===== src/rtl/soc_macros.svh =====
// SRAM decode ignores address bits above 19 and the SRAM mirrors inside its 256 KiB window
`ifndef SOC_MACROS_SVH
`define SOC_MACROS_SVH

// ======================================================================
// Bus widths
// ======================================================================

`define SOC_W_ADDR          32
`define SOC_W_DATA          32
`define SOC_W_PADDR         16

// ======================================================================
// AHB address map
// ======================================================================

// Internal boot/stack SRAM lives at 0x80000..0xbffff
`define SOC_SRAM_BASE       32'h0008_0000
`define SOC_SRAM_MASK       32'h000c_0000
`define SOC_APB_BASE        32'h000c_0000
`define SOC_APB_MASK        32'h000c_0000

// Depth in 32-bit words where 2^11 words make 8 KiB
`define SOC_SRAM_DEPTH_LOG2 11

// APB slots are decoded on paddr[15:12]
`define SOC_APB_GPIO_BASE   16'h0000
`define SOC_APB_PWM_BASE    16'h1000
`define SOC_APB_TBIO_BASE   16'hf000
`define SOC_APB_SLOT_MASK   16'hf000

`define SOC_N_PADS          11
`define SOC_W_PWM           8

`endif


===== src/rtl/soc_pkg.sv =====
// Bus structs for a single AHB-Lite master without hburst or hprot, APB has no pprot or pstrb
`include "soc_macros.svh"

package soc_pkg;

typedef logic [`SOC_W_DATA-1:0] word_t;
typedef logic [`SOC_N_PADS-1:0] pad_vec_t;

typedef enum logic [1:0] {
	IDLE   = 2'b00,
	BUSY   = 2'b01,
	NONSEQ = 2'b10,
	SEQ    = 2'b11
} htrans_e;

// Address-phase signals of one AHB-Lite transfer
typedef struct packed {
	logic [`SOC_W_ADDR-1:0] haddr;
	logic                   hwrite;
	htrans_e                htrans;
	logic [2:0]             hsize;
} ahb_addr_t;

typedef struct packed {
	logic  hready_resp;
	logic  hresp;
	word_t hrdata;
} ahb_resp_t;

typedef struct packed {
	logic [`SOC_W_PADDR-1:0] paddr;
	logic                    psel;
	logic                    penable;
	logic                    pwrite;
	word_t                   pwdata;
} apb_req_t;

typedef struct packed {
	word_t prdata;
	logic  pready;
	logic  pslverr;
} apb_resp_t;

// Data-phase owner in the AHB splitter
typedef enum logic [1:0] {SLOT_DEFAULT, SLOT_SRAM, SLOT_BRIDGE} ahb_slot_e;

// Bridge sequencing where the access cycle that sees pslverr is the first error cycle
typedef enum logic [1:0] {BR_IDLE, BR_SETUP, BR_ACCESS, BR_ERR} bridge_state_e;

endpackage


===== src/rtl/ahbl_splitter.sv =====
// Single master only, unmapped addresses read zero, drop writes and never return an error
`include "soc_macros.svh"

module ahbl_splitter
	import soc_pkg::*;
(
	input  logic      clk_sys,
	input  logic      rst_n,

	input  ahb_addr_t src_addr,
	output ahb_resp_t src_resp,

	output ahb_addr_t dst_addr_sram,
	output ahb_addr_t dst_addr_bridge,
	output logic      dst_hready,
	input  ahb_resp_t dst_resp_sram,
	input  ahb_resp_t dst_resp_bridge
);

logic      hit_sram;
logic      hit_bridge;
logic      addr_valid;
ahb_slot_e slot_d;
ahb_slot_e slot_q;

// ======================================================================
// Address phase
// ======================================================================

assign hit_sram   = (src_addr.haddr & `SOC_SRAM_MASK) == `SOC_SRAM_BASE;
assign hit_bridge = (src_addr.haddr & `SOC_APB_MASK) == `SOC_APB_BASE;

// With one master the muxed response is the bus-wide hready
assign dst_hready = src_resp.hready_resp;
assign addr_valid = dst_hready && (src_addr.htrans == NONSEQ || src_addr.htrans == SEQ);

always_comb begin
	dst_addr_sram   = src_addr;
	dst_addr_bridge = src_addr;
	// A slave that is not addressed only ever sees IDLE
	if (!hit_sram)
		dst_addr_sram.htrans = IDLE;
	if (!hit_bridge)
		dst_addr_bridge.htrans = IDLE;
end

always_comb begin
	if (addr_valid && hit_sram)
		slot_d = SLOT_SRAM;
	else if (addr_valid && hit_bridge)
		slot_d = SLOT_BRIDGE;
	else
		slot_d = SLOT_DEFAULT;
end

// ======================================================================
// Data phase
// ======================================================================

always_ff @(posedge clk_sys or negedge rst_n) begin
	if (!rst_n) begin
		slot_q <= SLOT_DEFAULT;
	end else if (dst_hready) begin
		slot_q <= slot_d;
	end
end

always_comb begin
	case (slot_q)
		SLOT_SRAM:   src_resp = dst_resp_sram;
		SLOT_BRIDGE: src_resp = dst_resp_bridge;
		default: begin
			src_resp.hready_resp = 1'b1;
			src_resp.hresp       = 1'b0;
			src_resp.hrdata      = '0;
		end
	endcase
end

endmodule


===== config.mk =====
export PLATFORM = sky130hd
export DESIGN_NAME = ahbl_splitter
export DESIGN_NICKNAME = d
export VERILOG_FILES = /design/src/rtl/soc_pkg.sv /design/src/rtl/ahbl_splitter.sv
export VERILOG_INCLUDE_DIRS = /design/src /design/src/rtl
export SDC_FILE = /design/constraint.sdc
export NUM_CORES = 1
export LEC_CHECK = 0
export BUFFER_PORTS_ARGS = -buffer_cell sky130_fd_sc_hd__buf_2
export CAP_MARGIN = 15
export CORE_AREA = 2 2 84 86
export DETAILED_ROUTE_END_ITERATION = 8
export DIE_AREA = 0 0 86 88
export HOLD_SLACK_MARGIN = 0.05
export PLACE_DENSITY = 0.56
export SLEW_MARGIN = 5
export SYNTH_ARGS = -nofsm -noshare
export SYNTH_HDL_FRONTEND = slang
export SYNTH_SLANG_ARGS = --single-unit

===== constraint.sdc =====
create_clock -name clk_sys -period 2.22 [get_ports clk_sys]
set_clock_uncertainty 0.15 [all_clocks]
set_input_delay 0.444 -clock clk_sys [delete_from_list [all_inputs] [get_ports clk_sys]]
set_output_delay 0.444 -clock clk_sys [all_outputs]
set_load 0.02 [all_outputs]

==> flow_summary.ini, run 1 <==
[run_status]
outcome = finished clean

[place]
gp_routability_congestion = 0.732
dpl.hpwl_mm = 2.80
placed_cell_area_mm2 = 0.00125
portBuffers = 116

[yosys]
synth-seq-cells = 2
avgSynthCellArea_um2 = 6.82
synthCells = 165
yosysUniqueCellTypes = 14
syn_area_mm2 = 0.00112
synth_nets = 275
seq_area_frac_synth_pct = 4.45
yosysWarnings = 0

[cells_and_area]
mostFrequentLayoutCells = 116 x buf_2, 34 x nor2_1, 33 x a22oi_1
nFillCells = 753
reg_top3 = slot_q (2)
fin_util_pct = 19.6
regArea_um2 = 50.0
finalInstanceArea_mm2 = 0.00130
antenna_cells = 0
multi_input_area_um2 = 465
largest_reg_flops = 2
regMostFlops = slot_q
finalNetCount = 318
final_common_cell = buf_2
drive_gt1_share_pct = 61.7
area_growth_pct = 15.6

[floorplanning]
initial_core_util_pct = 16.9
die_y_um = 88
rows = 30
die_area_mm2 = 0.00757
core_area_mm2 = 0.00664
ios = 219
die_w_um = 86

[timing]
hold_viol_final = 0
slew_violations = 0
slew_headroom_pct = 83.2
finalSetupTns_ns = 0
max_clock_freq_mhz = 475
fin_crit_ns = 2.11
period_share_pct = 94.9
worst_pin_slew_ns = 0.251
setup_viol = 0
rsz0062_at_grt = false

[min_path]
worstHoldEndpoint = slot_q[0]
worst_hold_path_type = reg -> reg
hold_start = slot_q[0]
min_path_cells = 1

[routing]
via_per_inst = 4.08
dr.pass1.iters = 4
drc = 0
wl_mm = 3.35
wl_per_cell_um = 11.7
num_vias = 1168
drtIter0Drc = 42
ant_nets = 0

[worst_setup_path]
worstReg2RegStart = slot_q[0]
end_kind = output pin
cp.arrival_ns = 1.51
crit_path_start_kind = flop
rrSetupSlack_ns = 0.56
path_class = reg -> out
critPathMaxFanout = 16
crit_required_ns = 1.63
r2r_end = slot_q[1]
rr_worst_depth = 4

[global_route]
grt_max_degree = 18
grt_pass1_vias = 1062
grt_pass1_wl_mm = 4.69
grt.overflow.total = 0
grt_use_total_pct = 7.67
antenna_found_initial = 0

[power]
ir_drop_mv = 0.0988
power_uw = 481
cellPowerDensity_mw_per_mm2 = 370
p_leak_uw = 0.000728

[cts]
numCtsBuffers = 3
clk_pin_slew_ns = 0.03
clock_sinks = 2
cts_tree = yes
htreeDepth = 1
cts_buffer_depth = 2
cts-resized-gates = 0
cts_root_buffer = clkbuf_8
insertion_delay_ns = 0.21

[run]
drv_cap = 0
## cell type report
cell class	count	share of cell area, %
Tap cell	80	7.70
Multi-Input combinational cell	76	35.8
Clock buffer	3	3.18
Sequential cell	2	3.85
Inverter	2	0.577
Timing Repair Buffer	123	48.9
## cell usage after synthesis
master | instances | area [um2]
a221o_1 | 1 | 10.0
a22oi_1 | 33 | 248
and3_1 | 2 | 12.5
and3b_1 | 1 | 8.76
buf_2 | 1 | 5.00
buf_4 | 73 | 548
buf_6 | 1 | 11.3
clkbuf_1 | 10 | 37.5
dfrtp_1 | 2 | 50.1
ha_1 | 2 | 25.0
inv_1 | 2 | 7.51
mux2_4 | 2 | 30.0
nand2_1 | 1 | 3.75
nor2_1 | 34 | 128
## metrics by stage
stage               hold slack, ns  setup WS, ns  cells
floorplan                 -0.00159         0.206    165
global placement            0.0826         0.354    282
detailed placement          0.0840         0.311    282
CTS                          0.387        0.0856    286
global route                 0.415        0.0171    286
finish                       0.383         0.113    286
## critical path: stages (launching register included)
cell and delay (ns):
dfrtp_1 0.35, inv_1 0.05, ha_1 0.21, buf_4 0.20, a22oi_1 0.26, nor2_1 0.06
buf_2 0.16
## power breakdown
| part | internal (uW) | switching, uW |
|---|---|---|
| registers | 39.8 | 2.29 |
| clock network | 114 | 25.7 |
| logic | 129 | 170 |
## worst max-delay path by stage
| stage | from | endpoint | slack [ns] | cells after the start |
|---|---|---|---|---|
| floorplan | slot_q[0] | src_resp[33] | 0.21 | 5 |
| global placement | slot_q[0] | src_resp[15] | 0.35 | 6 |
| detailed placement | slot_q[0] | src_resp[15] | 0.31 | 6 |
| CTS | slot_q[0] | src_resp[15] | 0.09 | 6 |
| global route | slot_q[0] | src_resp[15] | 0.02 | 6 |
| finish | slot_q[0] | src_resp[15] | 0.11 | 6 |
## metal layers
metal | part of all wire [%] | vias up | global-route usage, %
met1 | 35 | 490 | 7.61
li1 | - | 567 | -
met2 | 48 | 78 | 14.1
met5 | 0 | - | 0
met3 | 12 | 33 | 1.98
met4 | 4.5 | 0 | 5.05
## timing repair
item,4_1_cts,5_1_grt
setup buffers,0,0
setup endpoints to repair,0,0
hold buffers,1,0
hold endpoints to repair,2,0
## logic make-up (layout without fill, tap and decap cells)
family / count (synthesis) / count (layout) / share of synthesized area, %
AO/OA/AOI/OAI: 34 / 34 / 22.9
AND/OR/NAND/NOR: 38 / 38 / 13.6
buffers and inverters: 87 / 128 / 54.2
multiplexers: 2 / 2 / 2.67
flip-flops: 2 / 2 / 4.45
adder cells (fa/ha/maj): 2 / 2 / 2.22
No activity file was read; power rests on OpenSTA's default activity.
==> run 2: changes to the inputs <==
==> constraint.sdc (replaced) <==
create_clock -name clk_sys -period 2.22 [get_ports clk_sys]
set_clock_uncertainty 0.15 [all_clocks]
set_input_delay 0.111 -clock clk_sys [delete_from_list [all_inputs] [get_ports clk_sys]]
set_output_delay 0.111 -clock clk_sys [all_outputs]
set_load 0.02 [all_outputs]
==> run 2 against run 1 <==
Effect of this change: global-route usage about the same; setup slack improved by 0.24 ns; first-iteration DRC count decreased by 17%; core utilization decreased by 0.34 points; maximum frequency increased by 13%; clock power increased by 3%; critical path depth unchanged; sequential share of layout area increased by 0.068 points; cell count decreased by 1.0%; critical path type unchanged.
==> flow_summary.ini, run 2 (synthesized netlist as in run 1, its figures left out) <==
[floorplanning]
die_w_um = 86
initial_core_util_pct = 16.9
ios = 219
die_area_mm2 = 0.00757
die_y_um = 88
rows = 30
core_area_mm2 = 0.00664

[cts]
clk_pin_slew_ns = 0.03
cts_tree = yes
numCtsBuffers = 3
cts_root_buffer = clkbuf_8
cts-resized-gates = 0
insertion_delay_ns = 0.21
ctsHoldBuffers = 1
post_cts_buffers = 0
clock_sinks = 2
htreeDepth = 1
cts_buffer_depth = 2

[worst_setup_path]
cp_cell_sequence = inv_1 -> ha_1 -> buf_4 -> a22oi_1 -> nor2_1 -> buf_2
critPathMaxFanout = 33
crit_path_start_kind = flop
end_kind = output pin
path_class = reg -> out
worst_path_largest_cell_delay_ns = 0.38
cp.arrival_ns = 1.61
cpMaxStageDelayCell = dfrtp_1
crit_required_ns = 1.96

[cells_and_area]
reg_top3 = slot_q (2)
finalNetCount = 315
antenna_cells = 0
area_growth_pct = 13.6
largest_reg_flops = 2
regMostFlops = slot_q
final_common_cell = buf_2
drive_gt1_share_pct = 61.1
mostFrequentLayoutCells = 116 x buf_2, 34 x nor2_1, 33 x a22oi_1

[routing]
via_per_inst = 4.05
wl_mm = 3.48
drtIter0Drc = 35
num_vias = 1147
drc = 0
ant_nets = 0
dr.pass1.iters = 4
wl_per_cell_um = 12.3

[global_route]
grt_pass1_vias = 1016
grt_use_total_pct = 7.70
antenna_found_initial = 0
grt_pass1_wl_mm = 4.62
grt.overflow.total = 0
grt_max_degree = 34

[power]
p_leak_uw = 0.000713
power_uw = 476
cellPowerDensity_mw_per_mm2 = 372
ir_drop_mv = 0.115

[timing]
finalSetupTns_ns = 0
slew_headroom_pct = 76.4
worst_pin_slew_ns = 0.354
max_clock_freq_mhz = 535
slew_violations = 0
hold_viol_final = 0
fin_ws_ns = 0.351
rsz0062_at_grt = false
period_share_pct = 84.2
fin_crit_ns = 1.87
setup_viol = 0

[run_status]
outcome = finished clean

[place]
gp_routability_congestion = 0.713
dp_slack_ns = 0.560
portBuffers = 116
dpl.hpwl_mm = 2.66

[run]
drv_cap = 0

[min_path]
worst_hold_path_type = in -> out
-- run 2: cell types whose count changed in the layout (fill, tap and decap cells not counted), sizes merged --
cell | before | now
buf | 122 | 119
-- run 2: layout make-up --
cell class	count	area, um2
multi-input combinational	76	465
sequential	2	50.0
tap	80	100
inverter	2	7.51
fill	753	5370
timing repair buffer	120	613
clock buffer	3	41.3
-- run 2: final timing paths --
check | slack, ns | startpoint | to | depth (start not counted)
setup / recovery | 0.35 | slot_q[0] | src_resp[27] | 6
hold / removal | 0.07 | src_addr[2] | dst_addr_bridge[2] | 0
setup reg to reg | 0.56 | slot_q[0] | slot_q[0] | 4
hold reg to reg | 0.40 | slot_q[0] | slot_q[0] | 1
max in group asynchronous | 1.74 | rst_n | slot_q[1] | 2
min in group asynchronous | 0.08 | rst_n | slot_q[0] | 2
-- run 2: worst max-delay path, delay by kind of cell, from the launching register on --
family,cells,cell delay [ns]
buffers and inverters,3,0.58
flip-flops,1,0.38
adder cells (fa/ha/maj),1,0.16
AO/OA/AOI/OAI,1,0.16
AND/OR/NAND/NOR,1,0.11
-- run 2: layer usage --
layer | wire length [um] | vias up | global-route usage [%]
li1 | - | 560 | -
met1 | 1300 | 480 | 7.61
met2 | 1660 | 72 | 14.6
met3 | 369 | 35 | 0.943
met4 | 153 | 0 | 5.92
met5 | 0 | - | 0
-- run 2: stage by stage --
step / hold slack (ns) / cells / util (%) / cell area [um2]
after global placement: -0.249 / 279 / 18.5 / 1230
after detailed placement: -0.245 / 279 / 18.5 / 1230
after floorplan: -0.335 / 165 / - / 1120
after global routing: 0.0720 / 283 / 19.2 / 1280
after CTS: 0.0722 / 283 / 19.2 / 1280
final: 0.0720 / 283 / 19.2 / 1280
-- run 2: report_power, final --
part	switching [uW]	total (uW)	internal [uW]
sequential	2.77	42.6	39.8
combinational	169	289	120
clock	29.3	144	115
==> run 3: changes to the inputs <==
- CORE_AREA: 2 2 84 86 -> 2 2 85 87
- DIE_AREA: 0 0 86 88 -> 0 0 87 89
- PLACE_DENSITY: 0.56 -> 0.57
- clock period: 2.22 -> 1.63 ns (I/O delays scaled with it)
==> run 3 against run 2 <==
Effect of this change: the run now ends with negative setup slack left; non-clock buffer count is 41 higher; sequential share of layout area is 1.1 points lower; design area is 43% higher; flip-flop and latch count stayed put; combinational power is 140% higher; count of clock-buffer cells in the layout stayed put; routed wire length is 17% higher; critical endpoint is now src_resp[33].
==> flow_summary.ini, run 3 (synthesized netlist as in run 1, its figures left out) <==
[run]
drv_cap = 0

[cells_and_area]
antenna_cells = 0
area_growth_pct = 63.0
nFillCells = 721
finalNetCount = 356
finalNonFillerCells = 324
regArea_um2 = 51.3
multi_input_area_um2 = 567
final_common_cell = buf_2
drive_gt1_share_pct = 61.9
largest_reg_flops = 2
regMostFlops = slot_q
reg_top3 = slot_q (2)
mostFrequentLayoutCells = 113 x buf_2, 36 x dlygate4sd3_1, 34 x nor2_1

[timing]
worst_pin_slew_ns = 0.459
setup_viol = 35
max_clock_freq_mhz = 584
slew_violations = 0
hold_viol_final = 0
fin_ws_ns = -0.0833
fin_crit_ns = 1.71
period_share_pct = 105
rsz0062_at_grt = true
slew_headroom_pct = 69.3
holdWs_ns = 0.146

[worst_setup_path]
cpMaxStageDelayCell = dfrtp_2
critPathMaxFanout = 3
path_delay_family = flip-flops
cp.arrival_ns = 1.48
crit_required_ns = 1.40
worst_path_largest_cell_delay_ns = 0.43
end_kind = output pin
path_class = reg -> out
cp_cell_sequence = inv_2 -> ha_4 -> a221o_2 -> buf_6 -> buf_6
crit_top_cell = buf_6
crit_path_start_kind = flop
critPathBufInv = 3

[floorplanning]
core_area_mm2 = 0.00672
rows = 30
die_area_mm2 = 0.00774
die_w_um = 87
die_y_um = 89
initial_core_util_pct = 16.7
ios = 219

[power]
p_sw_share_pct = 46.8
p_leak_uw = 0.000914
netSwitchingPower_uw = 444
cellPowerDensity_mw_per_mm2 = 518
ir_drop_mv = 0.181
p_comb_share_pct = 73.5
p_int_uw = 505
p_clk_share_pct = 20.0
power_frac_seq_pct = 6.4

[global_route]
grt_pass1_wl_mm = 4.95
grt_pass1_vias = 1133
antenna_found_initial = 0
grt_use_total_pct = 8.22
grt_max_degree = 34
grt.overflow.total = 0

[cts]
numCtsBuffers = 3
cts_tree = yes
htreeDepth = 1
clk_pin_slew_ns = 0.03
cts_buffer_depth = 2
clock_sinks = 2
cts_root_buffer = clkbuf_8
insertion_delay_ns = 0.21

[routing]
ant_nets = 0
num_vias = 1370
wl_mm = 4.07
wl_per_cell_um = 12.5
drc = 0
via_per_inst = 4.23
dr.pass1.iters = 4
drtIter0Drc = 23

[run_status]
failed_checks = negative setup slack
outcome = complete, but fails checks

[place]
dpl.hpwl_mm = 2.74
portBuffers = 116
place_inst = 282
gp_routability_congestion = 0.726

[min_path]
worst_hold_path_type = in -> reg
==> run 3: power groups by stage <==
stage	logic, uW	clock network [uW]	registers [uW]
floorplan	487	0	57.3
global placement	400	0	57.9
detailed placement	408	0	58.2
CTS	640	202	58.7
global route	750	206	61.8
finish	698	190	61.0
==> run 3: worst reg2reg max path, delay by kind of cell, from the launching register on <==
kind / cells / cell delay, ns
flip-flops: 1 / 0.43
AO/OA/AOI/OAI: 1 / 0.33
multiplexers: 1 / 0.28
buffers and inverters: 2 / 0.20
adder cells (fa/ha/maj): 1 / 0.19
==> run 3: routing by layer <==
metal	vias to the layer above	global-route usage, %	wire [um]
li1	643	-	-
met1	597	7.68	1260
met2	118	17.0	2330
met3	12	2.22	409
met4	0	2.70	62
met5	-	0	0
==> run 3: path summary, 6_finish.rpt <==
kind                        startpoint           end  slack, ns  depth (start not counted)
setup / recovery             slot_q[0]  src_resp[33]      -0.08                          5
hold / removal             src_addr[4]     slot_q[0]       0.15                          3
setup reg to reg             slot_q[0]     slot_q[1]      -0.08                          5
hold reg to reg              slot_q[0]     slot_q[0]       0.52                          2
max in group asynchronous        rst_n     slot_q[0]       0.60                          3
min in group asynchronous        rst_n     slot_q[0]       0.60                          3
==> run 3: timing repair <==
item	CTS	global route
hold buffers	36	0
endpoints found under the setup margin	37	37
endpoints found under the hold margin	70	0
pin swaps	1	4
resized for setup	7	30
buffers inserted	3	0
==> run 3: through the flow <==
| stage | TNS [ns] | setup WS, ns | total power [uW] | utilization, % | instance area, um2 |
|---|---|---|---|---|---|
| after floorplan | -0.282 | -0.141 | 545 | - | 1130 |
| final | -0.613 | -0.0833 | 949 | 27.3 | 1830 |
| after detailed placement | 0 | 0.00417 | 466 | 18.6 | 1250 |
| after global routing | -3.41 | -0.118 | 1020 | 27.3 | 1830 |
| after global placement | 0 | 0.0260 | 458 | 18.6 | 1250 |
| after CTS | -1.55 | -0.110 | 901 | 25.4 | 1710 |
==> run 3: cell type report <==
type,instances,share of cell area [%]
inverter,2,0.410
tap,80,5.46
multi-input combinational,76,30.9
timing repair buffer,161,58.2
sequential,2,2.80
clock buffer,3,2.25
