## config.mk

```make
export PLATFORM = sky130hd
export DESIGN_NAME = ahbl_to_apb
export DESIGN_NICKNAME = d
export VERILOG_FILES = /design/src/rtl/soc_pkg.sv /design/src/rtl/ahbl_to_apb.sv
export VERILOG_INCLUDE_DIRS = /design/src /design/src/rtl
export SDC_FILE = /design/constraint.sdc
export NUM_CORES = 1
export LEC_CHECK = 0
export ABC_AREA = 1
export BUFFER_PORTS_ARGS = -buffer_cell sky130_fd_sc_hd__clkbuf_2
export CORE_ASPECT_RATIO = 1.25
export CORE_MARGIN = 5
export CORE_UTILIZATION = 35
export DETAILED_ROUTE_END_ITERATION = 10
export PLACE_DENSITY = 0.75
export SYNTH_ARGS = -nofsm -noshare
export SYNTH_HDL_FRONTEND = slang
export SYNTH_SLANG_ARGS = --single-unit
```

## constraint.sdc

```tcl
create_clock -name clk_sys -period 3.17 [get_ports clk_sys]
set_input_delay 0.634 -clock clk_sys [delete_from_list [all_inputs] [get_ports clk_sys]]
set_output_delay 0.634 -clock clk_sys [all_outputs]
set_load 0.02 [all_outputs]
```

## src/rtl/soc_macros.svh

```systemverilog
// SRAM decode ignores address bits above 19 and the SRAM mirrors inside its 256 KiB window
`ifndef SOC_MACROS_SVH
`define SOC_MACROS_SVH

// ======================================================================
// Bus widths
// ======================================================================

`define SOC_W_ADDR          32
`define SOC_W_DATA          32
`define SOC_W_PADDR         16

// ======================================================================
// AHB address map
// ======================================================================

// Internal boot/stack SRAM lives at 0x80000..0xbffff
`define SOC_SRAM_BASE       32'h0008_0000
`define SOC_SRAM_MASK       32'h000c_0000
`define SOC_APB_BASE        32'h000c_0000
`define SOC_APB_MASK        32'h000c_0000

// Depth in 32-bit words where 2^11 words make 8 KiB
`define SOC_SRAM_DEPTH_LOG2 11

// APB slots are decoded on paddr[15:12]
`define SOC_APB_GPIO_BASE   16'h0000
`define SOC_APB_PWM_BASE    16'h1000
`define SOC_APB_TBIO_BASE   16'hf000
`define SOC_APB_SLOT_MASK   16'hf000

`define SOC_N_PADS          11
`define SOC_W_PWM           8

`endif

```

## src/rtl/soc_pkg.sv

```systemverilog
// Bus structs for a single AHB-Lite master without hburst or hprot, APB has no pprot or pstrb
`include "soc_macros.svh"

package soc_pkg;

typedef logic [`SOC_W_DATA-1:0] word_t;
typedef logic [`SOC_N_PADS-1:0] pad_vec_t;

typedef enum logic [1:0] {
	IDLE   = 2'b00,
	BUSY   = 2'b01,
	NONSEQ = 2'b10,
	SEQ    = 2'b11
} htrans_e;

// Address-phase signals of one AHB-Lite transfer
typedef struct packed {
	logic [`SOC_W_ADDR-1:0] haddr;
	logic                   hwrite;
	htrans_e                htrans;
	logic [2:0]             hsize;
} ahb_addr_t;

typedef struct packed {
	logic  hready_resp;
	logic  hresp;
	word_t hrdata;
} ahb_resp_t;

typedef struct packed {
	logic [`SOC_W_PADDR-1:0] paddr;
	logic                    psel;
	logic                    penable;
	logic                    pwrite;
	word_t                   pwdata;
} apb_req_t;

typedef struct packed {
	word_t prdata;
	logic  pready;
	logic  pslverr;
} apb_resp_t;

// Data-phase owner in the AHB splitter
typedef enum logic [1:0] {SLOT_DEFAULT, SLOT_SRAM, SLOT_BRIDGE} ahb_slot_e;

// Bridge sequencing where the access cycle that sees pslverr is the first error cycle
typedef enum logic [1:0] {BR_IDLE, BR_SETUP, BR_ACCESS, BR_ERR} bridge_state_e;

endpackage

```

## src/rtl/ahbl_to_apb.sv

```systemverilog
// One APB transfer at a time, pwdata is taken from hwdata in setup and paddr keeps the low 16 bits
`include "soc_macros.svh"

module ahbl_to_apb
	import soc_pkg::*;
(
	input  logic      clk_sys,
	input  logic      rst_n,

	input  ahb_addr_t ahbls_addr,
	input  logic      ahbls_hready,
	input  word_t     ahbls_hwdata,
	output ahb_resp_t ahbls_resp,

	output apb_req_t  apbm_req,
	input  apb_resp_t apbm_resp
);

bridge_state_e           state;
bridge_state_e           state_nxt;
logic                    addr_valid;
logic [`SOC_W_PADDR-1:0] paddr_q;
logic                    pwrite_q;
word_t                   pwdata_q;

assign addr_valid = ahbls_hready
	&& (ahbls_addr.htrans == NONSEQ || ahbls_addr.htrans == SEQ);

// ======================================================================
// Sequencing
// ======================================================================

always_comb begin
	state_nxt = state;
	case (state)
		BR_IDLE: begin
			if (addr_valid)
				state_nxt = BR_SETUP;
		end
		BR_SETUP: begin
			state_nxt = BR_ACCESS;
		end
		BR_ACCESS: begin
			if (apbm_resp.pready) begin
				if (apbm_resp.pslverr)
					state_nxt = BR_ERR;
				else
					state_nxt = addr_valid ? BR_SETUP : BR_IDLE;
			end
		end
		default: begin
			state_nxt = addr_valid ? BR_SETUP : BR_IDLE;
		end
	endcase
end

always_ff @(posedge clk_sys or negedge rst_n) begin
	if (!rst_n) begin
		state <= BR_IDLE;
	end else begin
		state <= state_nxt;
	end
end

always_ff @(posedge clk_sys) begin
	if (addr_valid) begin
		paddr_q  <= ahbls_addr.haddr[`SOC_W_PADDR-1:0];
		pwrite_q <= ahbls_addr.hwrite;
	end
	if (state == BR_SETUP)
		pwdata_q <= ahbls_hwdata;
end

// ======================================================================
// Outputs
// ======================================================================

always_comb begin
	apbm_req.paddr   = paddr_q;
	apbm_req.psel    = state == BR_SETUP || state == BR_ACCESS;
	apbm_req.penable = state == BR_ACCESS;
	apbm_req.pwrite  = pwrite_q;
	// The master holds hwdata for the whole data phase, setup uses it directly
	apbm_req.pwdata  = state == BR_SETUP ? ahbls_hwdata : pwdata_q;

	ahbls_resp.hrdata = apbm_resp.prdata;
	case (state)
		BR_SETUP: begin
			ahbls_resp.hready_resp = 1'b0;
			ahbls_resp.hresp       = 1'b0;
		end
		BR_ACCESS: begin
			ahbls_resp.hready_resp = apbm_resp.pready && !apbm_resp.pslverr;
			ahbls_resp.hresp       = apbm_resp.pready && apbm_resp.pslverr;
		end
		BR_ERR: begin
			ahbls_resp.hready_resp = 1'b1;
			ahbls_resp.hresp       = 1'b1;
		end
		default: begin
			ahbls_resp.hready_resp = 1'b1;
			ahbls_resp.hresp       = 1'b0;
		end
	endcase
end

endmodule

```

==> results of run 1 <==
-- kinds of logic (layout without fill, tap and decap cells) --
| group | after synthesis | count (layout) |
|---|---|---|
| AOI/OAI and AO/OA | 3 | 3 |
| adders and majority gates | 6 | 6 |
| muxes | 32 | 32 |
| and+or+nand+nor | 19 | 19 |
| buffers and inverters | 46 | 125 |
| DFF | 51 | 51 |
-- metrics by stage --
step	cell area [sq um]	instances
2_1_floorplan	2190	157
3_3_place_gp	2540	313
3_5_place_dp	2540	313
4_1_cts	2650	321
5_1_grt	2650	321
6_report	2650	321
-- layer usage --
layer | vias to the layer above | track usage | part of all wire
li1 | 636 | - | -
met2 | 66 | 0.193 | 0.51
met3 | 25 | 0.0238 | 0.095
met5 | - | 0 | 0
met1 | 611 | 0.103 | 0.34
met4 | 0 | 0.0923 | 0.063
-- power breakdown --
group / leakage [nW] / internal, mW / switching, mW / total (mW)
Combinational: 0.826 / 0.701 / 0.849 / 1.55
Sequential: 0.454 / 0.927 / 0.0818 / 1.01
Clock: 0.0514 / 0.236 / 0.204 / 0.439
Total: 1.33 / 1.86 / 1.13 / 3.00
-- state kept, by name, indices dropped and copies added (netlist names) --
register,flops
paddr_q,16
pwdata_q,32
pwrite_q,1
state,2
-- placed cells by master (no fill, tap or decap), types with 2 or more instances in the layout --
master and instances:
clkbuf_8 5, edfxtp_1 17, dfrtp_1 2, inv_1 9, clkbuf_2 107, mux2_2 2
mux2_4 30, nand2_1 17, dfxtp_1 32, ha_1 5
-- area by class of cell --
class,count,area (sq um)
timing repair buffer,108,556
clock buffer,6,72.6
sequential,51,1200
inverter,9,33.8
clock inverter,2,37.5
tap,85,106
fill,591,3480
multi-input combinational,60,641
-- path summary, 6_finish.rpt --
path / from / slack (ns) / end
worst min-delay path: rst_n / 0.10 / state[0]
worst max-delay path: state[1] / 0.40 / apbm_req[0]
worst max register to register: state[1] / 1.38 / pwdata_q[0]
min in group clk_sys: pwdata_q[19] / 0.48 / pwdata_q[19]
worst min register to register: pwdata_q[19] / 0.48 / pwdata_q[19]
max in group asynchronous: rst_n / 2.97 / state[1]
-- worst max-delay path, cell delays in order, from the launching register on --
cell	delay (ns)
dfrtp_1	0.45
inv_1	0.14
ha_2	0.45
buf_12	0.26
mux2_2	0.37
clkbuf_2	0.16
==> results_dict.tcl, run 1 <==
set metrics [dict create \
    crit_type "reg2out" \
    htreeDepth 2 \
    async_flop_share 0.0392 \
    drt-total-wl_um 4390 \
    cp_max_fo 22 \
    dpl.hpwl_um 3580 \
    startpoint_type "register" \
    clock-sinks 51 \
    setup-tns-final_ns 0 \
    die_area_sq_um 7960 \
    synth_top_family_by_area "multiplexers" \
    cap_viol_max_count 0 \
    synth_flop_cell "dfxtp_1" \
    yosys-mux-area-fraction 0.216 \
    syn_area_sq_um 2190 \
    netlist_instances 157 \
    grt_pass1_vias 1415 \
    cts_buffers 5 \
    hold_violations 0 \
    wire_per_inst_um 13.7 \
    finalCriticalPeriod_ns 2.77 \
    skew_ns 0.00734 \
    areaGrowthSynthToFinish_pct 20.8 \
    cts_root_buf "clkbuf_8" \
    post-synth-top-count-cell "buf_4" \
    worst_pin_slew_ns 0.664 \
    post-route-drc-count 0 \
    clk_pin_slew_ns 0.09 \
    vias 1338 \
    die_width_um 80.8 \
    synth_edf_count 17 \
    avgSynthCellArea_sq_um 14.0 \
    final_core_util 0.432 \
    yosys-top-cells-area "dfxtp_1 29%, edfxtp_1 23%, mux2_4 21%" \
    endpoint_kind "output pin" \
    post-cts-setup-buffers 0 \
    worstPathArrival_ns 2.14 \
    relSlewSlack 0.557 \
    firstDrtPassIters 3 \
    grtUsageTotal 0.109 \
    synth-compound-area-share 0.00799 \
    peakVddDrop_uv 502 \
    worst_hold_slack_ns 0.103 \
    grt_overflow_total 0 \
    synth_cell_types 16 \
    yosysTopAreaCellShare 0.292 \
    cts_resized 0 \
    status "complete, no violations" \
    rsz0062_at_grt "false" \
    p_leak_nw 1.33 \
    viasPerCell 4.17 \
    yosys.area_share.xor_xnor 0 \
    worst_slack_ns 0.398 \
    place.gp.congestion 0.717 \
    yosys_warnings 0 \
    required_ns 2.54 \
    postCtsHoldBufs 0 \
    portBuffers 107 \
    yosysSeqAreaShare 0.548 \
    syn-num-nets 270 \
    worstSkewPairLatency_ns 0.29 \
    worstHoldPathType "in2async" \
    grt_pass1_wl_um 6600 \
    synth-adder-area-share 0.0342 \
    report.final.setup_viol 0 \
    floorplan.initialDensity 0.358 \
    drv_slew 0 \
    antenna_found_initial 0 \
    synthSimpleGateAreaFrac 0.0331 \
    grt_max_degree 23 \
    synth_commonest_cells "33 x buf_4, 32 x dfxtp_1, 30 x mux2_4" \
    fin_crit_sh 0.874 \
    synth_top_cell_by_area "dfxtp_1" \
    max_freq_mhz 361 \
    cts_buffer_depth 2 \
    power.total_mw 3.00 \
    powerDensity_nw_per_um2 1130 \
    drt-initial-drc-count 30 \
    rows 32 \
    antennaDiodeCount 0 \
    fin_nets 348 \
    die_h_um 98.5 \
    dp_worst_setup_slack_ns 0.706 \
    ys_seq_elements 51 \
    boundaryPins 192 \
    drive_gt1_frac 0.627 \
    core_area_sq_um 6130 \
    cts_tree "yes" \
    drtAntennaViolNets 0 \
    r2r_cells 4 \
]
(Power assumes the default switching activity.)
==> run 2: changes to the inputs <==
--- a/config.mk
+++ b/config.mk
@@ -12,6 +12,7 @@
 export CORE_MARGIN = 5
 export CORE_UTILIZATION = 35
 export DETAILED_ROUTE_END_ITERATION = 10
+export GPL_TIMING_DRIVEN = 0
 export PLACE_DENSITY = 0.75
 export SYNTH_ARGS = -nofsm -noshare
 export SYNTH_HDL_FRONTEND = slang
==> results_dict.tcl, run 2 (same netlist as run 1, synthesis figures left out) <==
set metrics [dict create \
    status "complete, no violations" \
    cp.buffers_inverters 4 \
    grt_pass1_vias 1802 \
    dp_cells 381 \
    finalCriticalPeriod_ns 2.47 \
    worstSkewPairLatency_ns 0.30 \
    boundaryPins 192 \
    clk_pin_slew_ns 0.09 \
    max_freq_mhz 405 \
    largest_reg_flops 32 \
    firstDrtPassIters 4 \
    core_area_sq_um 6130 \
    die_area_sq_um 7960 \
    worstHoldPathType "in2async" \
    drtAntennaViolNets 0 \
    cts_buffer_depth 2 \
    crit_family "buffers and inverters" \
    dp_worst_setup_slack_ns 1.00 \
    cap_viol_max_count 0 \
    hold_violations 0 \
    path_cells "inv_1 > ha_1 > buf_6 > buf_12 > mux2_4 > clkbuf_2" \
    floorplan.initialDensity 0.358 \
    drt-total-wl_um 5040 \
    endpoint_kind "output pin" \
    stdcell_count 389 \
    worst_hold_slack_ns 0.102 \
    worstPathArrival_ns 1.84 \
    nFillCells 561 \
    r2r_start "state[1]" \
    relSlewSlack 0.567 \
    crit_type "reg2out" \
    setup-tns-final_ns 0 \
    post-route-drc-count 0 \
    htreeDepth 2 \
    reg.largest.list "pwdata_q x32, paddr_q x16, state x2" \
    cts_tree "yes" \
    fin_nets 416 \
    most-common-layout-cells "139 x clkbuf_2, 33 x buf_4, 32 x dfxtp_1, 30 x mux2_4" \
    top_register "pwdata_q" \
    grt_max_degree 19 \
    cp.depth 6 \
    cts_root_buf "clkbuf_8" \
    peakVddDrop_uv 339 \
    postCtsHoldBufs 0 \
    grt_overflow_total 0 \
    rows 32 \
    wire_per_inst_um 13.0 \
    slowest_stage "dfrtp_1" \
    cp_max_fo 10 \
    portBuffers 139 \
    grt_pass1_wl_um 8070 \
    slowest_delay_ns 0.45 \
    skew_ns 0.00249 \
    drive_gt1_frac 0.711 \
    place.gp.congestion 0.748 \
    viasPerCell 4.12 \
    clock-sinks 51 \
    areaGrowthSynthToFinish_pct 41.1 \
    p_leak_nw 1.64 \
    die_h_um 98.5 \
    die_width_um 80.8 \
    powerDensity_nw_per_um2 1000 \
    vias 1601 \
    grtUsageTotal 0.129 \
    reg2reg_to "pwdata_q[21]" \
    crit_path_end "apbm_req[25]" \
    cts_resized 0 \
    drt-initial-drc-count 43 \
    cts_buffers 5 \
    fin_crit_sh 0.779 \
    power.total_mw 3.10 \
    layout_commonest_cell "clkbuf_2" \
    post-cts-setup-buffers 0 \
    antennaDiodeCount 0 \
    r2r_setup_slack_ns 1.68 \
    dpl.hpwl_um 4300 \
    antenna_found_initial 0 \
    rsz0062_at_grt "false" \
    startpoint_type "register" \
    required_ns 2.54 \
    worst_setup_path_startpoint "state[1]" \
    drv_slew 0 \
    worst_pin_slew_ns 0.649 \
    report.final.setup_viol 0 \
    r2r_cells 5 \
    worst_slack_ns 0.700 \
]
[run 2: through the flow]
| stage | cell area [sq um] | util |
|---|---|---|
| floorplan | 2190 | - |
| global placement | 2990 | 0.489 |
| detailed placement | 2990 | 0.489 |
| CTS | 3090 | 0.505 |
| global route | 3090 | 0.505 |
| finish | 3090 | 0.505 |
[run 2: metal layers]
layer	vias to the layer above	GRT usage	wire length [um]
li1	772	-	-
met1	707	0.136	1730
met2	117	0.240	2680
met3	5	0.0311	589
met4	0	0.0520	39
met5	-	0	0
[run 2: area by class of cell]
| class | count | area (sq um) | area share |
|---|---|---|---|
| tap | 85 | 106 | 0.0344 |
| clock buffer | 6 | 82.6 | 0.0267 |
| sequential | 51 | 1200 | 0.388 |
| inverter | 9 | 33.8 | 0.0109 |
| buffer | 37 | 319 | 0.103 |
| timing repair buffer | 139 | 696 | 0.225 |
| clock inverter | 2 | 16.3 | 0.00526 |
| multi-input combinational | 60 | 638 | 0.206 |
[run 2: how the worst min path moves through the flow]
stage / cells past startpoint / start / slack (ns) / to
floorplan: 0 / rst_n / 0.34 / state[0]
global placement: 1 / rst_n / 0.42 / state[1]
detailed placement: 1 / rst_n / 0.42 / state[1]
CTS: 1 / rst_n / 0.09 / state[0]
global route: 1 / rst_n / 0.08 / state[0]
finish: 1 / rst_n / 0.10 / state[0]
[run 2: worst reg2reg max path: stages, from the launching register on]
cell	delay [ns]
dfrtp_1	0.45
inv_1	0.15
ha_1	0.18
buf_6	0.15
buf_12	0.16
mux2_4	0.31
[run 2: power by group]
| group | switching [mW] | internal (mW) | total [mW] |
|---|---|---|---|
| Sequential | 0.0866 | 0.928 | 1.01 |
| Combinational | 0.903 | 0.795 | 1.70 |
| Clock | 0.210 | 0.178 | 0.388 |
==> run 3: changes to the inputs <==
--- a/config.mk
+++ b/config.mk
@@ -10,10 +10,10 @@
 export BUFFER_PORTS_ARGS = -buffer_cell sky130_fd_sc_hd__clkbuf_2
 export CORE_ASPECT_RATIO = 1.25
 export CORE_MARGIN = 5
-export CORE_UTILIZATION = 35
+export CORE_UTILIZATION = 34
 export DETAILED_ROUTE_END_ITERATION = 10
 export GPL_TIMING_DRIVEN = 0
-export PLACE_DENSITY = 0.75
+export PLACE_DENSITY = 0.76
 export SYNTH_ARGS = -nofsm -noshare
 export SYNTH_HDL_FRONTEND = slang
 export SYNTH_SLANG_ARGS = --single-unit
==> constraint.sdc (replaced) <==
create_clock -name clk_sys -period 2.2 [get_ports clk_sys]
set_input_delay 0.44 -clock clk_sys [delete_from_list [all_inputs] [get_ports clk_sys]]
set_output_delay 0.44 -clock clk_sys [all_outputs]
set_load 0.02 [all_outputs]
==> results_dict.tcl, run 3 (same netlist as run 1, synthesis figures left out) <==
set metrics [dict create \
    status "complete, no violations" \
    cts_root_buf "clkbuf_8" \
    placed_area_sq_um 2990 \
    grt_overflow_total 0 \
    worstSkewPairLatency_ns 0.29 \
    grt_max_degree 19 \
    grt_pass1_wl_um 7580 \
    drive_gt1_frac 0.723 \
    die_h_um 99.8 \
    clock-sinks 51 \
    crit_type "reg2out" \
    drt-total-wl_um 5160 \
    max_freq_mhz 467 \
    worst_slack_ns 0.0589 \
    drtAntennaViolNets 0 \
    rows 32 \
    design_area_sq_um 3240 \
    slowest_stage "dfrtp_2" \
    drt-initial-drc-count 20 \
    most-common-layout-cells "135 x clkbuf_2, 38 x buf_4, 32 x dfxtp_1, 30 x mux2_4" \
    largest_reg_flops 32 \
    report.final.setup_viol 0 \
    dp_cells 381 \
    finalCriticalPeriod_ns 2.14 \
    hold_violations 0 \
    stdcell_count 396 \
    r2r_cells 4 \
    place.gp.congestion 0.774 \
    floorplan.initialDensity 0.351 \
    die_width_um 81.8 \
    dpl.hpwl_um 4280 \
    nFillCells 581 \
    reg.largest.list "pwdata_q x32, paddr_q x16, state x2" \
    hold_depth 1 \
    viasPerCell 4.07 \
    boundaryPins 192 \
    cts_buffer_depth 2 \
    clk_pin_slew_ns 0.09 \
    antenna_found_initial 0 \
    worstHoldPathType "in2reg" \
    cp_max_fo 8 \
    top_register "pwdata_q" \
    firstDrtPassIters 4 \
    cts_buffers 5 \
    antennaDiodeCount 0 \
    dp_worst_setup_slack_ns 0.239 \
    startpoint_type "register" \
    peakVddDrop_uv 612 \
    htreeDepth 2 \
    layout_commonest_cell "clkbuf_2" \
    grtUsageTotal 0.119 \
    areaGrowthSynthToFinish_pct 47.9 \
    crit_family "flip-flops" \
    relSlewSlack 0.541 \
    fin_crit_sh 0.973 \
    die_area_sq_um 8160 \
    portBuffers 139 \
    path_cells "ha_4 > buf_12 > clkbuf_16 > mux2_4 > buf_4" \
    cap_viol_max_count 0 \
    post-route-drc-count 0 \
    wire_per_inst_um 13.0 \
    cp.depth 5 \
    slowest_delay_ns 0.47 \
    worst_pin_slew_ns 0.687 \
    worstPathArrival_ns 1.70 \
    powerDensity_nw_per_um2 1470 \
    fin_nets 423 \
    skew_ns 0.00709 \
    cp.buffers_inverters 3 \
    required_ns 1.76 \
    final_core_util 0.519 \
    drv_slew 0 \
    p_leak_nw 1.70 \
    core_area_sq_um 6250 \
    endpoint_kind "output pin" \
    vias 1611 \
    grt_pass1_vias 1733 \
    cts_tree "yes" \
    setup-tns-final_ns 0 \
]
run 3: cell count changes in the layout (fill, tap and decap cells not counted), moves of 2 or more:
cell	previous run	this run
buf_4	33	38
clkbuf_2	139	135
clkbuf_16	0	3
buf_2	0	2
clkbuf_1	0	2
ha_1	6	4
run 3: what timing repair did:
action / CTS / global route
hold buffers: 1 / 0
setup buffers: 1 / 2
hold endpoints to repair: 2 / 0
resized for setup: 2 / 12
pin swaps: 0 / 0
endpoints found under the setup margin: 30 / 31
cloned: 0 / 3
run 3: final timing paths:
path                                startpoint            to  slack, ns
worst max register to register        state[0]   pwdata_q[1]       0.83
worst max-delay path                  state[0]  apbm_req[30]       0.06
min in group asynchronous                rst_n      state[0]       0.48
worst min register to register    pwdata_q[22]  pwdata_q[22]       0.47
worst min-delay path            ahbls_addr[20]   paddr_q[14]       0.32
max in group asynchronous                rst_n      state[0]       1.61
run 3: metal layers:
layer  share of wire  wire length (um)  global-route usage  vias up
li1                -                 -                   -      787
met1            0.35              1800               0.123      703
met2            0.53              2720               0.220      116
met3            0.11               561              0.0359        5
met4           0.015                76              0.0460        0
met5               0                 0                   0        -
run 3: worst register-to-register path, stage by stage, from the launching register on:
cell and delay, ns:
dfrtp_2 0.47, ha_4 0.18, buf_12 0.14, clkbuf_16 0.16
mux2_4 0.30
run 3: cell type report:
type / count / area, sq um / share of cell area
plain buffers: 37 / 328 / 0.101
clock buffers: 7 / 76.3 / 0.0235
clock inverters: 1 / 30.0 / 0.00926
inverters: 9 / 33.8 / 0.0104
multi-input cells: 60 / 658 / 0.203
flip-flops and latches: 51 / 1200 / 0.371
well taps: 85 / 106 / 0.0328
repair buffers: 146 / 808 / 0.249
run 3: where the power goes:
part | internal, mW | switching, mW | total [mW]
clock network | 0.340 | 0.270 | 0.610
logic | 1.34 | 1.36 | 2.70
registers | 1.34 | 0.115 | 1.45
run 3: stage by stage:
stage | power, mW | hold WS (ns)
after floorplan | 3.30 | 0.144
after global placement | 3.90 | 0.226
after detailed placement | 3.95 | 0.226
after CTS | 4.61 | 0.308
after global routing | 5.07 | 0.291
final | 4.76 | 0.321
